--- src/wb_types_pkg.sv ---
package wb_types_pkg;

    localparam int word_w = 32;
    localparam int slots = 4;
    localparam int page_w = 20;
    localparam int dest_idx_w = 3;  // register index held in low dest bits

    // result value, two words wide
    typedef logic [2*word_w-1:0] data_t;

    // linear address, destination or EIP
    typedef logic [word_w-1:0] addr_t;

    typedef logic [word_w/2-1:0] sel_t;      // segment selector
    typedef logic [1:0] size_t;              // 0 byte .. 3 quadword
    typedef logic [3:0] ie_type_t;
    typedef logic [page_w-1:0] page_t;
    typedef logic [slots-1:0] slot_mask_t;   // one bit per result slot

    localparam size_t size_quad = 2'd3;

endpackage
--- src/wb_ctrl_pkg.sv ---
package wb_ctrl_pkg;

    localparam int p_op_w = 37;

    // micro-op vector, one bit per op class
    typedef logic [p_op_w-1:0] p_op_t;

    localparam int op_halt = 9;
    localparam int op_iretd = 10;
    localparam int op_jmp = 12;
    localparam int op_far_a = 32;    // far transfer loading EIP and CS
    localparam int op_ld_cs = 35;
    localparam int op_ret_far = 36;

    // fetch translation table
    localparam int tlb_entries = 8;
    localparam int tlb_vec_w = tlb_entries * $bits(wb_types_pkg::page_t);

    // exception type bits
    localparam int ie_seg_lim = 0;
    localparam int ie_tlb_miss = 1;
    localparam int ie_intr = 3;

endpackage

--- src/writeback_top.sv ---
`timescale 1ns/1ns

module writeback_top (
    input  logic                              clk,
    input  logic                              rst,
    input  logic                              valid_in,
    input  wb_types_pkg::data_t               slot_val1,
    input  wb_types_pkg::data_t               slot_val2,
    input  wb_types_pkg::data_t               slot_val3,
    input  wb_types_pkg::data_t               slot_val4,
    input  wb_types_pkg::addr_t               slot_dest1,
    input  wb_types_pkg::addr_t               slot_dest2,
    input  wb_types_pkg::addr_t               slot_dest3,
    input  wb_types_pkg::addr_t               slot_dest4,
    input  wb_types_pkg::slot_mask_t          is_reg,
    input  wb_types_pkg::slot_mask_t          is_seg,
    input  wb_types_pkg::slot_mask_t          is_mem,
    input  wb_types_pkg::slot_mask_t          wb,
    input  wb_types_pkg::size_t               size,
    input  logic [3:0]                        mem_size_ovr,
    input  logic                              br_valid_in,
    input  logic                              br_taken,
    input  logic                              br_correct,
    input  wb_types_pkg::addr_t               br_fip,
    input  wb_types_pkg::addr_t               br_fip_p1,
    input  wb_types_pkg::addr_t               eip,
    input  wb_types_pkg::sel_t                cs,
    input  logic [19:0]                       cs_lim,
    input  wb_ctrl_pkg::p_op_t                p_op,
    input  logic [wb_ctrl_pkg::tlb_vec_w-1:0] vp,
    input  logic [wb_ctrl_pkg::tlb_vec_w-1:0] pf,
    input  logic                              ie,
    input  wb_types_pkg::ie_type_t            ie_type,
    input  logic                              idt_orig,
    input  logic                              idt_serving,
    input  logic                              interrupt,
    input  logic                              wbaq_full,
    input  wb_types_pkg::addr_t               latched_eip,
    output wb_types_pkg::data_t               res1,
    output wb_types_pkg::data_t               res2,
    output wb_types_pkg::data_t               res3,
    output wb_types_pkg::data_t               res4,
    output wb_types_pkg::size_t               ressize,
    output logic [11:0]                       reg_addr,
    output logic [11:0]                       seg_addr,
    output wb_types_pkg::slot_mask_t          reg_ld,
    output wb_types_pkg::slot_mask_t          seg_ld,
    output logic                              mem_ld,
    output wb_types_pkg::data_t               mem_data,
    output wb_types_pkg::addr_t               mem_addr,
    output wb_types_pkg::size_t               memsize,
    output wb_types_pkg::addr_t               new_fip_e,
    output wb_types_pkg::addr_t               new_fip_o,
    output wb_types_pkg::addr_t               new_eip,
    output logic                              br_valid,
    output logic                              is_resteer,
    output logic                              valid_out,
    output logic                              stall,
    output logic                              final_ie_val,
    output wb_types_pkg::ie_type_t            final_ie_type,
    output logic                              final_wb,
    output logic                              is_iretd,
    output logic                              halts,
    output wb_types_pkg::addr_t               eip_hist1,
    output wb_types_pkg::addr_t               eip_hist2
);
    import wb_ctrl_pkg::*;

    logic mem_pending;
    logic ld_eip_cs;
    logic seg_lim_exc;
    logic tlb_miss_exc;

    assign is_iretd = p_op[op_iretd];

    wb_dest_steer u_steer (
        .slot_val1(slot_val1), .slot_val2(slot_val2),
        .slot_val3(slot_val3), .slot_val4(slot_val4),
        .slot_dest1(slot_dest1), .slot_dest2(slot_dest2),
        .slot_dest3(slot_dest3), .slot_dest4(slot_dest4),
        .is_reg(is_reg), .is_seg(is_seg), .is_mem(is_mem), .wb(wb),
        .size(size), .mem_size_ovr(mem_size_ovr),
        .ld_eip_cs(ld_eip_cs), .valid_out(valid_out),
        .res1(res1), .res2(res2), .res3(res3), .res4(res4), .ressize(ressize),
        .reg_addr(reg_addr), .seg_addr(seg_addr), .reg_ld(reg_ld), .seg_ld(seg_ld),
        .mem_ld(mem_ld), .mem_data(mem_data), .mem_addr(mem_addr),
        .memsize(memsize), .mem_pending(mem_pending)
    );

    branch_resteer u_branch (
        .valid_in(valid_in), .valid_out(valid_out),
        .br_valid_in(br_valid_in), .br_taken(br_taken), .br_correct(br_correct),
        .br_fip(br_fip), .br_fip_p1(br_fip_p1), .eip(eip),
        .target(slot_val1[31:0]),  // far target from slot 1
        .cs(cs), .cs_lim(cs_lim), .p_op(p_op), .vp(vp), .pf(pf),
        .new_fip_e(new_fip_e), .new_fip_o(new_fip_o), .new_eip(new_eip),
        .br_valid(br_valid), .is_resteer(is_resteer), .ld_eip_cs(ld_eip_cs),
        .seg_lim_exc(seg_lim_exc), .tlb_miss_exc(tlb_miss_exc)
    );

    wb_exception_merge u_merge (
        .valid_in(valid_in), .ie(ie), .ie_type(ie_type),
        .idt_orig(idt_orig), .idt_serving(idt_serving), .interrupt(interrupt),
        .wbaq_full(wbaq_full), .mem_pending(mem_pending),
        .seg_lim_exc(seg_lim_exc), .tlb_miss_exc(tlb_miss_exc), .p_op(p_op),
        .valid_out(valid_out), .stall(stall), .final_ie_val(final_ie_val),
        .final_ie_type(final_ie_type), .final_wb(final_wb)
    );

    wb_history_regs u_hist (
        .clk(clk), .rst(rst), .valid_out(valid_out),
        .halt_op(p_op[op_halt]), .latched_eip(latched_eip),
        .halts(halts), .eip_hist1(eip_hist1), .eip_hist2(eip_hist2)
    );

endmodule

--- src/wb_history_regs.sv ---
`timescale 1ns/1ns

module wb_history_regs (
    input  logic                clk,
    input  logic                rst,
    input  logic                valid_out,
    input  logic                halt_op,
    input  wb_types_pkg::addr_t latched_eip,
    output logic                halts,
    output wb_types_pkg::addr_t eip_hist1,
    output wb_types_pkg::addr_t eip_hist2
);

    always_ff @(posedge clk) begin
        if (rst) begin
            halts <= 1'b0;
            eip_hist1 <= '0;
            eip_hist2 <= '0;
        end else begin
            if (valid_out && halt_op) begin
                halts <= 1'b1;  // sticky until rst
            end
            if (valid_out) begin
                eip_hist1 <= latched_eip;
                eip_hist2 <= eip_hist1;
            end
        end
    end

endmodule

--- src/wb_exception_merge.sv ---
`timescale 1ns/1ns

module wb_exception_merge (
    input  logic                   valid_in,
    input  logic                   ie,
    input  wb_types_pkg::ie_type_t ie_type,
    input  logic                   idt_orig,
    input  logic                   idt_serving,
    input  logic                   interrupt,
    input  logic                   wbaq_full,
    input  logic                   mem_pending,
    input  logic                   seg_lim_exc,
    input  logic                   tlb_miss_exc,
    input  wb_ctrl_pkg::p_op_t     p_op,
    output logic                   valid_out,
    output logic                   stall,
    output logic                   final_ie_val,
    output wb_types_pkg::ie_type_t final_ie_type,
    output logic                   final_wb
);
    import wb_types_pkg::*;
    import wb_ctrl_pkg::*;

    logic ie_live;
    ie_type_t type_in;

    assign stall = wbaq_full & valid_in & mem_pending;

    // IDT service instructions get through a stall or exception
    assign valid_out = valid_in & (idt_orig | (~stall & ~ie));

    assign ie_live = ie & valid_in & ~idt_serving;
    assign final_ie_val = interrupt | seg_lim_exc | tlb_miss_exc | ie_live;

    assign type_in = ie_type & {$bits(ie_type_t){valid_in & ~idt_serving}};

    always_comb begin
        final_ie_type = type_in;
        final_ie_type[ie_seg_lim] = type_in[ie_seg_lim] | seg_lim_exc;
        final_ie_type[ie_tlb_miss] = type_in[ie_tlb_miss] | tlb_miss_exc;
        final_ie_type[ie_intr] = interrupt;  // incoming bit 3 dropped
    end

    // jmp or far ret issued by the IDT sequence
    assign final_wb = valid_in & idt_orig & (p_op[op_jmp] | p_op[op_ret_far]);

endmodule

--- src/branch_resteer.sv ---
`timescale 1ns/1ns

module branch_resteer (
    input  logic                              valid_in,
    input  logic                              valid_out,
    input  logic                              br_valid_in,
    input  logic                              br_taken,
    input  logic                              br_correct,
    input  wb_types_pkg::addr_t               br_fip,
    input  wb_types_pkg::addr_t               br_fip_p1,
    input  wb_types_pkg::addr_t               eip,
    input  wb_types_pkg::addr_t               target,
    input  wb_types_pkg::sel_t                cs,
    input  logic [19:0]                       cs_lim,
    input  wb_ctrl_pkg::p_op_t                p_op,
    input  logic [wb_ctrl_pkg::tlb_vec_w-1:0] vp,
    input  logic [wb_ctrl_pkg::tlb_vec_w-1:0] pf,
    output wb_types_pkg::addr_t               new_fip_e,
    output wb_types_pkg::addr_t               new_fip_o,
    output wb_types_pkg::addr_t               new_eip,
    output logic                              br_valid,
    output logic                              is_resteer,
    output logic                              ld_eip_cs,
    output logic                              seg_lim_exc,
    output logic                              tlb_miss_exc
);
    import wb_types_pkg::*;
    import wb_ctrl_pkg::*;

    addr_t line_cur;
    addr_t line_next;
    addr_t line_end;
    addr_t cs_max;
    logic tlb_hit;
    logic check_en;
    logic past_limit;

    fip_tlb_check u_tlb (
        .vp(vp),
        .pf(pf),
        .fip(line_end),
        .tlb_hit(tlb_hit)
    );

    assign ld_eip_cs = p_op[op_ret_far] | p_op[op_ld_cs] | p_op[op_far_a];

    // 16-byte fetch lines
    assign line_cur = {br_fip[31:4], 4'h0};
    assign line_next = {br_fip_p1[31:4], 4'h0};
    assign new_fip_e = br_fip[4] ? line_next : line_cur;  // bit 4 picks odd line
    assign new_fip_o = br_fip[4] ? line_cur : line_next;

    always_comb begin
        if (!br_taken) begin
            new_eip = eip;
        end else if (ld_eip_cs) begin
            new_eip = target;
        end else begin
            new_eip = br_fip;
        end
    end

    assign br_valid = br_valid_in & valid_out;
    assign is_resteer = valid_in & br_valid & ~br_correct;  // mispredict

    // last byte of the target line against CS base + limit
    assign line_end = {br_fip[31:4], 4'hf};
    assign cs_max = {cs, 16'h0000} + addr_t'(cs_lim);
    assign past_limit = line_end >= cs_max;

    assign check_en = valid_in & br_valid & br_taken;
    assign seg_lim_exc = check_en & (past_limit | tlb_hit);  // hit term counts as well
    assign tlb_miss_exc = check_en & ~tlb_hit;

endmodule

--- src/wb_dest_steer.sv ---
`timescale 1ns/1ns

module wb_dest_steer (
    input  wb_types_pkg::data_t      slot_val1,
    input  wb_types_pkg::data_t      slot_val2,
    input  wb_types_pkg::data_t      slot_val3,
    input  wb_types_pkg::data_t      slot_val4,
    input  wb_types_pkg::addr_t      slot_dest1,
    input  wb_types_pkg::addr_t      slot_dest2,
    input  wb_types_pkg::addr_t      slot_dest3,
    input  wb_types_pkg::addr_t      slot_dest4,
    input  wb_types_pkg::slot_mask_t is_reg,
    input  wb_types_pkg::slot_mask_t is_seg,
    input  wb_types_pkg::slot_mask_t is_mem,
    input  wb_types_pkg::slot_mask_t wb,
    input  wb_types_pkg::size_t      size,
    input  logic [3:0]               mem_size_ovr,
    input  logic                     ld_eip_cs,
    input  logic                     valid_out,
    output wb_types_pkg::data_t      res1,
    output wb_types_pkg::data_t      res2,
    output wb_types_pkg::data_t      res3,
    output wb_types_pkg::data_t      res4,
    output wb_types_pkg::size_t      ressize,
    output logic [11:0]              reg_addr,
    output logic [11:0]              seg_addr,
    output wb_types_pkg::slot_mask_t reg_ld,
    output wb_types_pkg::slot_mask_t seg_ld,
    output logic                     mem_ld,
    output wb_types_pkg::data_t      mem_data,
    output wb_types_pkg::addr_t      mem_addr,
    output wb_types_pkg::size_t      memsize,
    output logic                     mem_pending
);
    import wb_types_pkg::*;

    slot_mask_t mem_sel;
    logic [slots*dest_idx_w-1:0] dest_idx;

    assign reg_ld = is_reg & wb & {slots{valid_out}};
    assign seg_ld = is_seg & wb & {slots{valid_out}};
    assign mem_sel = is_mem & wb & {slots{valid_out}};
    assign mem_ld = |mem_sel;
    assign mem_pending = |(is_mem & wb);  // intent only, no valid

    // slot 1 in the low bits
    assign dest_idx = {slot_dest4[dest_idx_w-1:0], slot_dest3[dest_idx_w-1:0],
                       slot_dest2[dest_idx_w-1:0], slot_dest1[dest_idx_w-1:0]};
    assign reg_addr = dest_idx;
    assign seg_addr = dest_idx;

    assign res1 = ld_eip_cs ? data_t'(slot_val1[47:32]) : slot_val1;  // far: selector
    assign res2 = slot_val2;
    assign res3 = slot_val3;
    assign res4 = slot_val4;
    assign ressize = size;

    // lowest slot with a store wins
    always_comb begin
        if (mem_sel[0]) begin
            mem_data = slot_val1;
            mem_addr = slot_dest1;
        end else if (mem_sel[1]) begin
            mem_data = slot_val2;
            mem_addr = slot_dest2;
        end else if (mem_sel[2]) begin
            mem_data = slot_val3;
            mem_addr = slot_dest3;
        end else if (mem_sel[3]) begin
            mem_data = slot_val4;
            mem_addr = slot_dest4;
        end else begin
            mem_data = '0;
            mem_addr = '0;
        end
    end

    always_comb begin
        memsize = size;
        if (|mem_size_ovr) begin
            for (int i = 3; i >= 0; i--) begin
                if (mem_size_ovr[i]) memsize = size_t'(i);  // index of the one-hot bit
            end
        end else if (ld_eip_cs) begin
            memsize = size_quad;
        end
    end

endmodule

--- src/fip_tlb_check.sv ---
`timescale 1ns/1ns

module fip_tlb_check (
    input  logic [wb_ctrl_pkg::tlb_vec_w-1:0] vp,
    input  logic [wb_ctrl_pkg::tlb_vec_w-1:0] pf,
    input  wb_types_pkg::addr_t               fip,
    output logic                              tlb_hit
);
    import wb_types_pkg::*;
    import wb_ctrl_pkg::*;

    page_t fip_page;

    assign fip_page = fip[$bits(addr_t)-1 -: $bits(page_t)];

    // any valid entry with a matching virtual page
    always_comb begin
        page_t vp_e;
        page_t pf_e;

        tlb_hit = 1'b0;
        for (int i = 0; i < tlb_entries; i++) begin
            vp_e = vp[i*$bits(page_t) +: $bits(page_t)];
            pf_e = pf[i*$bits(page_t) +: $bits(page_t)];
            if (vp_e == fip_page && pf_e[0]) begin  // pf bit 0 is valid
                tlb_hit = 1'b1;
            end
        end
    end

endmodule

--- config.mk ---
export PLATFORM = sky130hd
export DESIGN_NAME = writeback_top
export DESIGN_NICKNAME = d
export VERILOG_FILES = /design/src/wb_types_pkg.sv /design/src/wb_ctrl_pkg.sv /design/src/writeback_top.sv /design/src/wb_history_regs.sv /design/src/wb_exception_merge.sv /design/src/branch_resteer.sv /design/src/wb_dest_steer.sv /design/src/fip_tlb_check.sv
export SDC_FILE = /design/constraint.sdc
export NUM_CORES = 1
export LEC_CHECK = 0
export BUFFER_PORTS_ARGS = -buffer_cell sky130_fd_sc_hd__clkbuf_2
export CAP_MARGIN = 5
export CORE_AREA = 2 2 577 579
export DETAILED_ROUTE_END_ITERATION = 10
export DIE_AREA = 0 0 579 581
export GPL_TIMING_DRIVEN = 0
export SYNTH_ARGS = -nofsm -noshare
export SYNTH_HDL_FRONTEND = slang
export SYNTH_SLANG_ARGS = --single-unit
--- constraint.sdc ---
create_clock -name clk -period 2.9 [get_ports clk]
set_input_delay 0.29 -clock clk [delete_from_list [all_inputs] [get_ports clk]]
set_output_delay 0.29 -clock clk [all_outputs]
set_load 0.1 [all_outputs]
==> qor.txt, run 1 <==
========================================================================================================
Final Wtd Congestion                                                                               0.922
Gr busiest metal                                                                                    met2
Initial core utilization                                                                          0.0369
Ratio of total power to cell area                                                             365 mW/mm²
Kind of end point of the critical path                                                       output port
CTS Buf Count                                                                                          9
Flop and latch count out of synthesis                                                                 65
Clock Tree Buf Depth                                                                                   2
Synth Instances                                                                                    1,714
Cells taking the most area after synthesis                                                  sky130_fd_sc_hd__buf_4 (14%), sky130_fd_sc_hd__xor2_1 (11%), sky130_fd_sc_hd__dfxtp_1 (11%)
Placeable Area                                                                                 0.330 mm²
Synth Area in Adders                                                                              0.0346
Violations in the final reports                                                             negative setup slack
Synth Area in Compound Gates                                                                       0.236
First-pass GRT wire length                                                                        316 mm
Share of synthesized flip-flops with an asynchronous set or reset                                      0
Worst hold slack                                                                                0.163 ns
Endpoint arrival time on the critical path                                                       3.32 ns
Die boundary height                                                                               581 µm
Largest family of logic cells by synthesized area                                           simple AND/OR/NAND/NOR gates
Total Routed Length                                                                               278 mm
Transition at the pin with the smallest max-transition slack                                     1.12 ns
Wire length per cell                                                                             36.7 µm
Vias in the first global route                                                                    19,800
Worst setup path category                                                                         in2out
Switching power of the nets                                                                      7.10 mW
Count of endpoints failing setup in the final report                                                  46
Buffers on Ports                                                                                   1,301
Critical Path Source Type                                                                     input port
Post-synth cell types                                                                                 45
Antenna violations before repair                                                                     202
Maximum level of the CTS H-tree                                                                        3
Post-layout minimum cycle time                                                                   3.61 ns
DR iter-0 viols                                                                                    1,149
Setup repair after global routing missed its margin                                                  yes
Number of synthesized flops with an enable pin                                                         0
Normalized max-slew margin                                                                         0.256
Worst EP required                                                                                2.61 ns
Global Route met3 Usage                                                                            0.104
Sum of net half-perimeters after detailed placement                                               256 mm
Routed vias                                                                                       20,800
Post-synth top area cell                                                                    sky130_fd_sc_hd__buf_4
VDD IR-drop max                                                                                 0.345 mV
Final worst setup slack                                                                        -0.713 ns
Largest fanout of any net on the critical path                                                         5
Leakage power                                                                                    12.5 nW
Number of nets in the final layout                                                                 4,098
Number of sinks handled by clock tree synthesis                                                       65
Ratio of cells with drive above 1 in the final layout                                              0.665
Part of the total power dissipated in the clock network                                            0.121
First drt pass iteration count                                                                         7
Synth Flop Type                                                                             sky130_fd_sc_hd__dfxtp_1
Hold WC Path Type                                                                                 in2reg
Post-DP Area                                                                                  0.0248 mm²
Width of the die                                                                                  579 µm
Post-Route Setup TNS                                                                            -3.35 ns
Top-count cell post-synth                                                                   sky130_fd_sc_hd__nand2_1
Register-to-Register Setup Slack                                                                 2.08 ns
Sequential area share after synthesis                                                              0.107
Remaining number of nets flagged by the antenna check after routing                                    0
Remaining routing DRC violations                                                                       0
Non-filler instance count after layout                                                             7,581
Pin count of the biggest net entering global routing                                                  12
TritonCTS clock tree                                                                                 yes
Fmax                                                                                           0.277 GHz
Via density per instance                                                                            2.74
Final hold viol count                                                                                  0
Syn Area/Cell                                                                                   7.09 µm²
XOR/XNOR share of the synthesized area                                                             0.125
Switching portion of total power                                                                   0.653
Fraction of the mapped netlist area in simple logic gates                                          0.239
Max-cap violations                                                                                     0
GRT Total Usage                                                                                    0.158
Clock Root Buffer                                                                           sky130_fd_sc_hd__clkbuf_16
Result of the run                                                                           complete, but fails checks
Power share of the sequential group                                                                0.089
Leftover overflow at the end of global routing                                                         0
Number of warnings issued by yosys                                                                     0
Commonest cells in the netlist                                                              sky130_fd_sc_hd__nand2_1 (257), sky130_fd_sc_hd__buf_4 (234), sky130_fd_sc_hd__a21oi_1 (173)
Share of the clock period used by the worst path                                                    1.25
Post-CTS clock slew at the launch and capture registers of the worst setup and hold paths        0.06 ns
I/O pin total                                                                                      1,503
Later-pin clock latency in the skew report                                                       0.35 ns
Portion of netlist area occupied by mux cells                                                     0.0500
Post-placement cell count                                                                          7,396
Internal portion of total power                                                                  3.78 mW
Met2 capacity usage during global routing                                                          0.231
Synth Cell Area                                                                               0.0122 mm²
Top-area cell type share of the netlist area                                                       0.144
Part of the power in combinational logic                                                           0.790
Num rows                                                                                             211
Synthesis-to-layout area growth                                                                     145%
Non-Filler Cell Area, Final                                                                   0.0298 mm²
Final Max Slew Viols                                                                                   0
Setup skew after layout                                                                        0.0108 ns
Met1 track utilization from global routing                                                         0.183
Floorplan die area                                                                             0.336 mm²
========================================================================================================
per-layer routing:
layer / vias to the layer above / routed length [µm]
met5: - / 522
li1: 8820 / -
met2: 1632 / 112000
met1: 9826 / 109000
met3: 404 / 44400
met4: 78 / 11800
sequential cells by signal, summed over array words and instances, names as in the netlist:
name and cells:
u_hist.eip_hist1 32, u_hist.eip_hist2 32, u_hist.halts 1
per-stage QoR:
stage,power (mW),worst slack (ns),util
2_1_floorplan,5.80,-0.431,-
3_5_place_dp,8.83,-2.31,0.0753
6_report,10.9,-0.713,0.0903
5_1_grt,11.3,-0.848,0.0899
3_3_place_gp,8.80,-4.02,0.0748
4_1_cts,10.9,-0.743,0.0880
power groups by stage:
stage	clock network (mW)	logic, mW	registers, mW
after floorplan	0	4.56	1.24
after global placement	0	7.81	0.984
after detailed placement	0	7.84	0.985
after CTS	1.34	8.64	0.965
after global routing	1.39	8.90	0.969
final	1.32	8.60	0.966
path summary, 6_finish.rpt:
kind                                           start                    to  cells past startpoint
worst max-delay path                           cs[0]      final_ie_type[0]                     17
worst min-delay path                 latched_eip[10]  u_hist.eip_hist1[10]                      3
worst max register to register  u_hist.eip_hist1[30]  u_hist.eip_hist1[30]                      2
worst min register to register  u_hist.eip_hist2[22]  u_hist.eip_hist2[22]                      2
kinds of logic after synthesis:
family                     count (synthesis)
muxes                                     54
xor gates and xnor gates                 174
other                                      1
buffers and inverters                    408
AOI/OAI and AO/OA                        427
and+or+nand+nor                          552
DFF                                       65
adders and majority gates                 33
worst max-delay path, cell delays in order:
cell                        delay (ns)
sky130_fd_sc_hd__clkbuf_2         0.10
sky130_fd_sc_hd__ha_4             0.14
sky130_fd_sc_hd__inv_2            0.03
sky130_fd_sc_hd__fa_2             0.33
sky130_fd_sc_hd__nor2b_1          0.12
sky130_fd_sc_hd__o21ai_1          0.07
sky130_fd_sc_hd__nand2b_1         0.14
sky130_fd_sc_hd__nand3_4          0.13
sky130_fd_sc_hd__xor2_1           0.17
sky130_fd_sc_hd__ha_1             0.31
sky130_fd_sc_hd__nand4_1          0.14
sky130_fd_sc_hd__buf_12           0.15
sky130_fd_sc_hd__nor3_2           0.05
sky130_fd_sc_hd__a221o_2          0.47
sky130_fd_sc_hd__o21ai_4          0.30
sky130_fd_sc_hd__a31oi_4          0.12
sky130_fd_sc_hd__clkbuf_16        0.21
final cells by class:
class,instances,area [µm²]
tap,4366,5460
inverter,25,101
buffer,376,3000
clock inverter,6,108
timing repair buffer,1398,9260
sequential,65,1300
multi-input combinational,1248,10100
fill,38600,300000
clock buffer,9,225
antenna,88,220
what timing repair did:
| action | CTS | global route |
|---|---|---|
| endpoints found under the setup margin | 208 | 97 |
| resized for setup | 629 | 117 |
| hold buffers | 0 | 0 |
| pin swaps | 84 | 48 |
| setup buffers | 62 | 24 |
| cloned | 7 | 1 |
layout by cell type (no fill, tap or decap), types with 11 or more instances in the layout:
cell type	count
sky130_fd_sc_hd__clkbuf_2	1205
sky130_fd_sc_hd__buf_4	312
sky130_fd_sc_hd__nand2_1	255
sky130_fd_sc_hd__xor2_1	159
sky130_fd_sc_hd__and4_1	92
sky130_fd_sc_hd__diode_2	88
sky130_fd_sc_hd__a31oi_1	78
sky130_fd_sc_hd__a21oi_2	78
sky130_fd_sc_hd__a21oi_1	77
sky130_fd_sc_hd__clkbuf_16	75
sky130_fd_sc_hd__dfxtp_1	65
sky130_fd_sc_hd__o22ai_4	64
sky130_fd_sc_hd__mux2_2	54
sky130_fd_sc_hd__and2_1	50
sky130_fd_sc_hd__clkbuf_4	46
sky130_fd_sc_hd__nor2_1	44
sky130_fd_sc_hd__a31oi_2	42
sky130_fd_sc_hd__buf_12	40
sky130_fd_sc_hd__ha_1	31
sky130_fd_sc_hd__clkbuf_1	30
sky130_fd_sc_hd__nor4_1	28
sky130_fd_sc_hd__o22ai_1	23
sky130_fd_sc_hd__inv_1	22
sky130_fd_sc_hd__buf_6	20
sky130_fd_sc_hd__a21oi_4	19
sky130_fd_sc_hd__buf_2	18
sky130_fd_sc_hd__nand4_1	18
sky130_fd_sc_hd__xnor2_1	15
sky130_fd_sc_hd__clkbuf_8	13
sky130_fd_sc_hd__buf_8	12
sky130_fd_sc_hd__and3_1	11
sky130_fd_sc_hd__buf_16	11
sky130_fd_sc_hd__o22ai_2	11
Power figures use the tool's default switching activity.
==> inputs of run 2 (changes only) <==
--- a/config.mk
+++ b/config.mk
@@ -11,6 +11,7 @@
 export DETAILED_ROUTE_END_ITERATION = 10
 export DIE_AREA = 0 0 579 581
 export GPL_TIMING_DRIVEN = 0
+export SKIP_CTS_REPAIR_TIMING = 1
 export SYNTH_ARGS = -nofsm -noshare
 export SYNTH_HDL_FRONTEND = slang
 export SYNTH_SLANG_ARGS = --single-unit
==> run 2 against run 1 <==
  * The flow still finishes with violations (negative setup slack)
  * Cell count shrank 0.59%
  * Register-to-register slack lost 0.03 ns
  * Utilization shrank 0.48 points
  * Clock-buffer cell count is the same
  * Sequential power is essentially flat
  * Clock skew shrank 0.00066 ns
  * Maximum frequency grew 0.34%
  * Die area is the same
  * Sequential share of layout area grew 0.25 points
  * Largest cell class unchanged
==> qor.txt, run 2 (synthesis results as in run 1) <==
========================================================================================================
Result of the run                                                                           complete, but fails checks
Violations in the final reports                                                             negative setup slack
Wire length per cell                                                                             36.4 µm   -0.74%
Maximum level of the CTS H-tree                                                                        3   unchanged
Routed vias                                                                                       20,300   -2.0%
Routed met3 length                                                                               42.8 mm   -3.5%
Remaining number of nets flagged by the antenna check after routing                                    0   unchanged
Number of nets in the final layout                                                                 4,050   -1.2%
TritonCTS clock tree                                                                                 yes
Number of sinks handled by clock tree synthesis                                                       65   unchanged
Reg2reg end                                                                                 u_hist.eip_hist1[30]
Non-filler instance count after layout                                                             7,536   -0.59%
Worst setup path category                                                                         in2out
Family with the most delay on the worst path                                                compound AO/OA/AOI/OAI gates
Final Total Pwr                                                                                  10.6 mW   -3.0%
Leakage power                                                                                    11.9 nW   -4.7%
Length in cells of the worst reg-to-reg path                                                           2   unchanged
Vias in the first global route                                                                    19,200   -2.9%
M1 WL                                                                                             109 mm   -0.45%
Num rows                                                                                             211   unchanged
CP cell instances                                                                           buf_6 > ha_4 > inv_2 > fa_2 > nor2b_1 > o21ai_1 > nand2b_1 > nand3_4 > xor2_1 > ha_1 > nand4_1 > buf_12 > nor4_4 > a221o_2 > o21ai_4 > a31oi_4 > buf_12
End point of the critical path                                                              final_ie_type[0]
Met2 routed wirelength                                                                            110 mm   -2.1%
VDD IR-drop max                                                                                 0.341 mV   -1.2%
Sum of buffers and inverters on the critical path                                                      4   unchanged
Critical Path Source Type                                                                     input port
Part of the power in combinational logic                                                           0.783   -0.007
Initial core utilization                                                                          0.0369   unchanged
Cell seen most often among critical-path stages                                             sky130_fd_sc_hd__buf_12
First-pass GRT wire length                                                                        310 mm   -2.0%
Width of the die                                                                                  579 µm   unchanged
I/O pin total                                                                                      1,503   unchanged
Count of endpoints failing setup in the final report                                                  26   -43%
Synthesis-to-layout area growth                                                                     132%
Remaining routing DRC violations                                                                       0   unchanged
Non-Filler Cell Area, Final                                                                   0.0282 mm²   -5.3%
Placeable Area                                                                                 0.330 mm²   unchanged
Final hold viol count                                                                                  0   unchanged
Via density per instance                                                                            2.70   -1.4%
Switching power of the nets                                                                      7.02 mW   -1.2%
DR iter-0 viols                                                                                    1,089   -5.2%
First drt pass iteration count                                                                         5   -2
Utilization after layout                                                                          0.0855   -0.00481
Floorplan die area                                                                             0.336 mm²   unchanged
Highest-count cells in the layout ignoring fill and taps                                    sky130_fd_sc_hd__clkbuf_2 (1,209), sky130_fd_sc_hd__buf_4 (273), sky130_fd_sc_hd__nand2_1 (255)
Die boundary height                                                                               581 µm   unchanged
Post-layout minimum cycle time                                                                   3.60 ns   -0.0123 ns
Normalized max-slew margin                                                                         0.292   +0.0359
Sum of net half-perimeters after detailed placement                                               256 mm   unchanged
Cell type of the slowest stage on the worst timing path                                     sky130_fd_sc_hd__a221o_2
Setup repair after global routing missed its margin                                                  yes
Biggest regs                                                                                u_hist.eip_hist1: 32 flops, u_hist.eip_hist2: 32 flops, u_hist.halts: 1 flops
Worst setup path startpoint                                                                   cs_lim[16]
Ratio of cells with drive above 1 in the final layout                                              0.661   -0.00328
Startpoint of the lowest-slack hold path                                                    latched_eip[10]
Largest fanout of any net on the critical path                                                         4   -1
Ratio of total power to cell area                                                             374 mW/mm²   +2.4%
GRT Total Usage                                                                                    0.155   -0.00277
Internal portion of total power                                                                  3.53 mW   -6.4%
Total Routed Length                                                                               274 mm   -1.3%
Pin count of the biggest net entering global routing                                                  12   unchanged
Final worst setup slack                                                                        -0.700 ns   +0.0123 ns
Worst EP required                                                                                2.61 ns   about the same
Worst slack, placed                                                                             -2.31 ns   unchanged
CP peak stage delay                                                                              0.48 ns   about the same
Post-CTS clock slew at the launch and capture registers of the worst setup and hold paths        0.06 ns   about the same
Transition at the pin with the smallest max-transition slack                                     1.05 ns   -0.0649 ns
Kind of end point of the critical path                                                       output port
Worst hold slack                                                                                0.157 ns   -0.00570 ns
Max-cap violations                                                                                     0   unchanged
Multi-input gate area                                                                        0.00988 mm²   -2.1%
Setup skew after layout                                                                        0.0102 ns   -0.000661 ns
Hold WC Path Type                                                                                 in2reg
Final Max Slew Viols                                                                                   0   unchanged
RR Startpoint                                                                               u_hist.eip_hist1[30]
FILL cells                                                                                        38,800   +0.31%
Later-pin clock latency in the skew report                                                       0.35 ns   about the same
Register area                                                                                0.00130 mm²   unchanged
Endpoint arrival time on the critical path                                                       3.31 ns   about the same
Leftover overflow at the end of global routing                                                         0   unchanged
Fmax                                                                                           0.278 GHz   +0.34%
Post-Route Setup TNS                                                                            -2.59 ns   +0.751 ns
Post-placement cell count                                                                          7,396   unchanged
Part of the total power dissipated in the clock network                                            0.125   +0.004
Leading cell type in the layout, fill and taps excluded                                     sky130_fd_sc_hd__clkbuf_2
Path length in cells of the critical path                                                             17   unchanged
Post-DP Area                                                                                  0.0248 mm²   unchanged
Clock Tree Buf Depth                                                                                   2   unchanged
Switching portion of total power                                                                   0.665   +0.0120
Final Wtd Congestion                                                                               0.922   unchanged
Antenna violations before repair                                                                     201   -0.50%
Share of the clock period used by the worst path                                                    1.24   -0.00423
CTS Buf Count                                                                                          9   unchanged
Uppermost metal layer occupied by signal nets                                                       met5
Buffers on Ports                                                                                   1,301   unchanged
Power share of the sequential group                                                                0.092   +0.003
Register-to-Register Setup Slack                                                                 2.05 ns   -0.03 ns
Clock Root Buffer                                                                           sky130_fd_sc_hd__clkbuf_16
========================================================================================================
==> run 2: routing by layer <==
metal	up-vias	GRT usage
li1	8751	-
met1	9634	0.178
met2	1498	0.227
met3	376	0.105
met4	82	0.0511
met5	-	0
==> run 2: power groups by stage <==
stage / clock, mW / combinational [mW] / sequential [mW]
4_1_cts: 1.34 / 7.85 / 0.965
6_report: 1.32 / 8.26 / 0.966
2_1_floorplan: 0 / 4.56 / 1.24
3_5_place_dp: 0 / 7.84 / 0.985
5_1_grt: 1.39 / 8.57 / 0.969
3_3_place_gp: 0 / 7.81 / 0.984
==> run 2: worst min-delay path by stage <==
| stage | slack (ns) | depth (start not counted) | end |
|---|---|---|---|
| 2_1_floorplan | 0.43 | 2 | u_hist.eip_hist1[10] |
| 3_3_place_gp | 0.44 | 2 | u_hist.eip_hist2[22] |
| 3_5_place_dp | 0.45 | 2 | u_hist.eip_hist2[22] |
| 4_1_cts | 0.15 | 3 | u_hist.eip_hist1[10] |
| 5_1_grt | 0.16 | 3 | u_hist.eip_hist1[5] |
| 6_report | 0.16 | 3 | u_hist.eip_hist1[10] |
==> run 2: layout make-up <==
class,instances,area share
multi-input combinational,1248,0.350
timing repair buffer,1350,0.282
tap,4366,0.194
buffer,376,0.104
sequential,65,0.0462
antenna,91,0.00808
clock buffer,9,0.00799
clock inverter,6,0.00382
inverter,25,0.00360
==> run 2: worst register-to-register path: cells and delay by family (launching register included) <==
family | cells | cell delay [ns]
compound gates | 1 | 0.14
flops | 1 | 0.55
simple gates | 1 | 0.09
==> inputs of run 3 (changes only) <==
--- a/config.mk
+++ b/config.mk
@@ -11,6 +11,7 @@
 export DETAILED_ROUTE_END_ITERATION = 10
 export DIE_AREA = 0 0 579 581
 export GPL_TIMING_DRIVEN = 0
+export RECOVER_POWER = 50
 export SKIP_CTS_REPAIR_TIMING = 1
 export SYNTH_ARGS = -nofsm -noshare
 export SYNTH_HDL_FRONTEND = slang
==> run 3 against run 2 <==
  * The flow finishes with violations (max-capacitance violations, max-slew violations, negative setup slack)
  * Combinational power fell by 0.6%
  * Wire length is essentially flat
  * Register-to-register slack hardly changed
  * Sequential share of layout area grew 0.062 points
  * Sequential power is essentially flat
  * Critical endpoint unchanged
==> qor.txt, run 3 (synthesis results as in run 1) <==
========================================================================================================
Initial core utilization                                                                          0.0369   unchanged
Worst hold slack                                                                                0.158 ns   +0.000393 ns
First-pass GRT wire length                                                                        310 mm   unchanged
Wire length per cell                                                                             36.4 µm   about the same
Vias in the first global route                                                                    19,200   unchanged
Part of the power in combinational logic                                                           0.782   about the same
Number of nets in the final layout                                                                 4,050   unchanged
End point of the critical path                                                              final_ie_type[0]
Largest fanout of any net on the critical path                                                         4   unchanged
Max-cap violations                                                                                   128   +128
Final Max Slew Viols                                                                                 121   +121
Leftover overflow at the end of global routing                                                         0   unchanged
Worst slack, placed                                                                             -2.31 ns   unchanged
Switching power of the nets                                                                      7.01 mW   -0.11%
Num rows                                                                                             211   unchanged
Highest-count cells in the layout ignoring fill and taps                                    sky130_fd_sc_hd__clkbuf_2 (929), sky130_fd_sc_hd__clkbuf_1 (308), sky130_fd_sc_hd__buf_4 (273)
Register-to-Register Setup Slack                                                                 2.05 ns   about the same
TritonCTS clock tree                                                                                 yes
Kind of end point of the critical path                                                       output port
Non-Filler Cell Area, Final                                                                   0.0278 mm²   -1.3%
Biggest regs                                                                                u_hist.eip_hist1: 32 flops, u_hist.eip_hist2: 32 flops, u_hist.halts: 1 flops
Placeable Area                                                                                 0.330 mm²   unchanged
FILL cells                                                                                        38,900   +0.34%
Clock Tree Buf Depth                                                                                   2   unchanged
DR iter-0 viols                                                                                    1,177   +8.1%
RR Startpoint                                                                               u_hist.eip_hist1[30]
Leakage power                                                                                    11.0 nW   -7.2%
Routed vias                                                                                       20,300   -0.28%
Later-pin clock latency in the skew report                                                       0.35 ns   about the same
Utilization after layout                                                                          0.0843   -0.00114
Worst EP required                                                                                2.61 ns   about the same
First drt pass iteration count                                                                         5   unchanged
Cell type of the slowest stage on the worst timing path                                     sky130_fd_sc_hd__a221o_2
Endpoint arrival time on the critical path                                                       3.32 ns   about the same
Reg2reg end                                                                                 u_hist.eip_hist1[30]
Power share of the sequential group                                                                0.092   about the same
Total Routed Length                                                                               274 mm   about the same
Violations in the final reports                                                             max-capacitance violations, max-slew violations, negative setup slack
Share of the clock period used by the worst path                                                    1.25   +0.00365
Non-filler instance count after layout                                                             7,526   -0.13%
CP peak stage delay                                                                              0.48 ns   about the same
Remaining number of nets flagged by the antenna check after routing                                    0   unchanged
Number of sinks handled by clock tree synthesis                                                       65   unchanged
Ratio of cells with drive above 1 in the final layout                                              0.570   -0.0909
Cell seen most often among critical-path stages                                             sky130_fd_sc_hd__buf_12
Count of endpoints failing setup in the final report                                                  25   -3.8%
Antenna violations before repair                                                                     201   unchanged
Fmax                                                                                           0.277 GHz   -0.29%
Critical Path Source Type                                                                     input port
Worst setup path category                                                                         in2out
CP cell instances                                                                           buf_6 > ha_4 > inv_2 > fa_2 > nor2b_1 > o21ai_1 > nand2b_1 > nand3_4 > xor2_1 > ha_1 > nand4_1 > buf_12 > nor4_4 > a221o_2 > o21ai_4 > a31oi_4 > buf_12
Die boundary height                                                                               581 µm   unchanged
Sum of net half-perimeters after detailed placement                                               256 mm   unchanged
Post-placement cell count                                                                          7,396   unchanged
Maximum level of the CTS H-tree                                                                        3   unchanged
Final Wtd Congestion                                                                               0.922   unchanged
Final Total Pwr                                                                                  10.5 mW   -0.55%
Hold WC Path Type                                                                                 in2reg
Final hold viol count                                                                                  0   unchanged
Remaining routing DRC violations                                                                       0   unchanged
Leading cell type in the layout, fill and taps excluded                                     sky130_fd_sc_hd__clkbuf_2
GRT Total Usage                                                                                    0.155   unchanged
Buffers on Ports                                                                                   1,301   unchanged
Transition at the pin with the smallest max-transition slack                                     2.13 ns   +1.08 ns
Clock Root Buffer                                                                           sky130_fd_sc_hd__clkbuf_16
Register area                                                                                0.00130 mm²   unchanged
Normalized max-slew margin                                                                        -0.417   -0.709
Internal portion of total power                                                                  3.49 mW   -1.4%
Ratio of total power to cell area                                                             377 mW/mm²   +0.80%
Post-layout minimum cycle time                                                                   3.61 ns   +0.0106 ns
Final worst setup slack                                                                        -0.711 ns   -0.0106 ns
I/O pin total                                                                                      1,503   unchanged
Via density per instance                                                                            2.70   -0.14%
Setup skew after layout                                                                        0.0105 ns   +0.000347 ns
Switching portion of total power                                                                   0.668   +0.00292
Length in cells of the worst reg-to-reg path                                                           2   unchanged
Part of the total power dissipated in the clock network                                            0.126   about the same
Floorplan die area                                                                             0.336 mm²   unchanged
Pin count of the biggest net entering global routing                                                  12   unchanged
CTS Buf Count                                                                                          9   unchanged
Result of the run                                                                           complete, but fails checks
Post-DP Area                                                                                  0.0248 mm²   unchanged
Post-CTS clock slew at the launch and capture registers of the worst setup and hold paths        0.06 ns   about the same
Multi-input gate area                                                                        0.00988 mm²   unchanged
Setup repair after global routing missed its margin                                                  yes
Synthesis-to-layout area growth                                                                     129%
Width of the die                                                                                  579 µm   unchanged
Worst setup path startpoint                                                                   cs_lim[16]
VDD IR-drop max                                                                                 0.342 mV   +0.17%
Post-Route Setup TNS                                                                            -2.48 ns   +0.115 ns
========================================================================================================
==> run 3: changes by cell type in the layout (fill, tap and decap cells not counted) <==
cell                       change
sky130_fd_sc_hd__clkbuf_2    -280
sky130_fd_sc_hd__diode_2      -10
sky130_fd_sc_hd__clkbuf_1    +280
==> run 3: power by group through the flow <==
stage | clock (mW) | sequential [mW] | combinational (mW)
5_1_grt | 1.39 | 0.968 | 8.52
3_3_place_gp | 0 | 0.984 | 7.81
3_5_place_dp | 0 | 0.985 | 7.84
4_1_cts | 1.34 | 0.965 | 7.85
2_1_floorplan | 0 | 1.24 | 4.56
6_report | 1.32 | 0.966 | 8.21
==> run 3: critical path: cells and delay by family <==
family | cells | cell delay (ns)
XOR/XNOR | 1 | 0.18
AO/OA/AOI/OAI | 4 | 0.98
buffers and inverters | 4 | 0.44
adder cells (fa/ha/maj) | 3 | 0.80
AND/OR/NAND/NOR | 5 | 0.57
==> run 3: area by class of cell <==
cell class / count / share of cell area
Timing Repair Buffer: 1350 / 0.273
Buffer: 376 / 0.105
Antenna cell: 81 / 0.00729
Clock inverter: 6 / 0.00387
Sequential cell: 65 / 0.0468
Clock buffer: 9 / 0.00810
Multi-Input combinational cell: 1248 / 0.355
Tap cell: 4366 / 0.196
Inverter: 25 / 0.00364
==> run 3: worst min path at each step <==
stage                               startpoint                    to  slack [ns]  cells after the start
after floorplan                latched_eip[10]  u_hist.eip_hist1[10]        0.43                      2
after global placement    u_hist.eip_hist2[22]  u_hist.eip_hist2[22]        0.44                      2
after detailed placement  u_hist.eip_hist2[22]  u_hist.eip_hist2[22]        0.45                      2
after CTS                      latched_eip[10]  u_hist.eip_hist1[10]        0.15                      3
after global routing            latched_eip[5]   u_hist.eip_hist1[5]        0.16                      3
final                           latched_eip[5]   u_hist.eip_hist1[5]        0.16                      3
==> run 3: routing by layer <==
| layer | global-route usage | vias up | wire length, µm | part of all wire |
|---|---|---|---|---|
| met5 | 0 | - | 542 | 0.0020 |
| met4 | 0.0511 | 82 | 12700 | 0.046 |
| met3 | 0.105 | 381 | 44300 | 0.16 |
| met2 | 0.227 | 1531 | 109000 | 0.40 |
| met1 | 0.178 | 9566 | 107000 | 0.39 |
| li1 | - | 8725 | - | - |
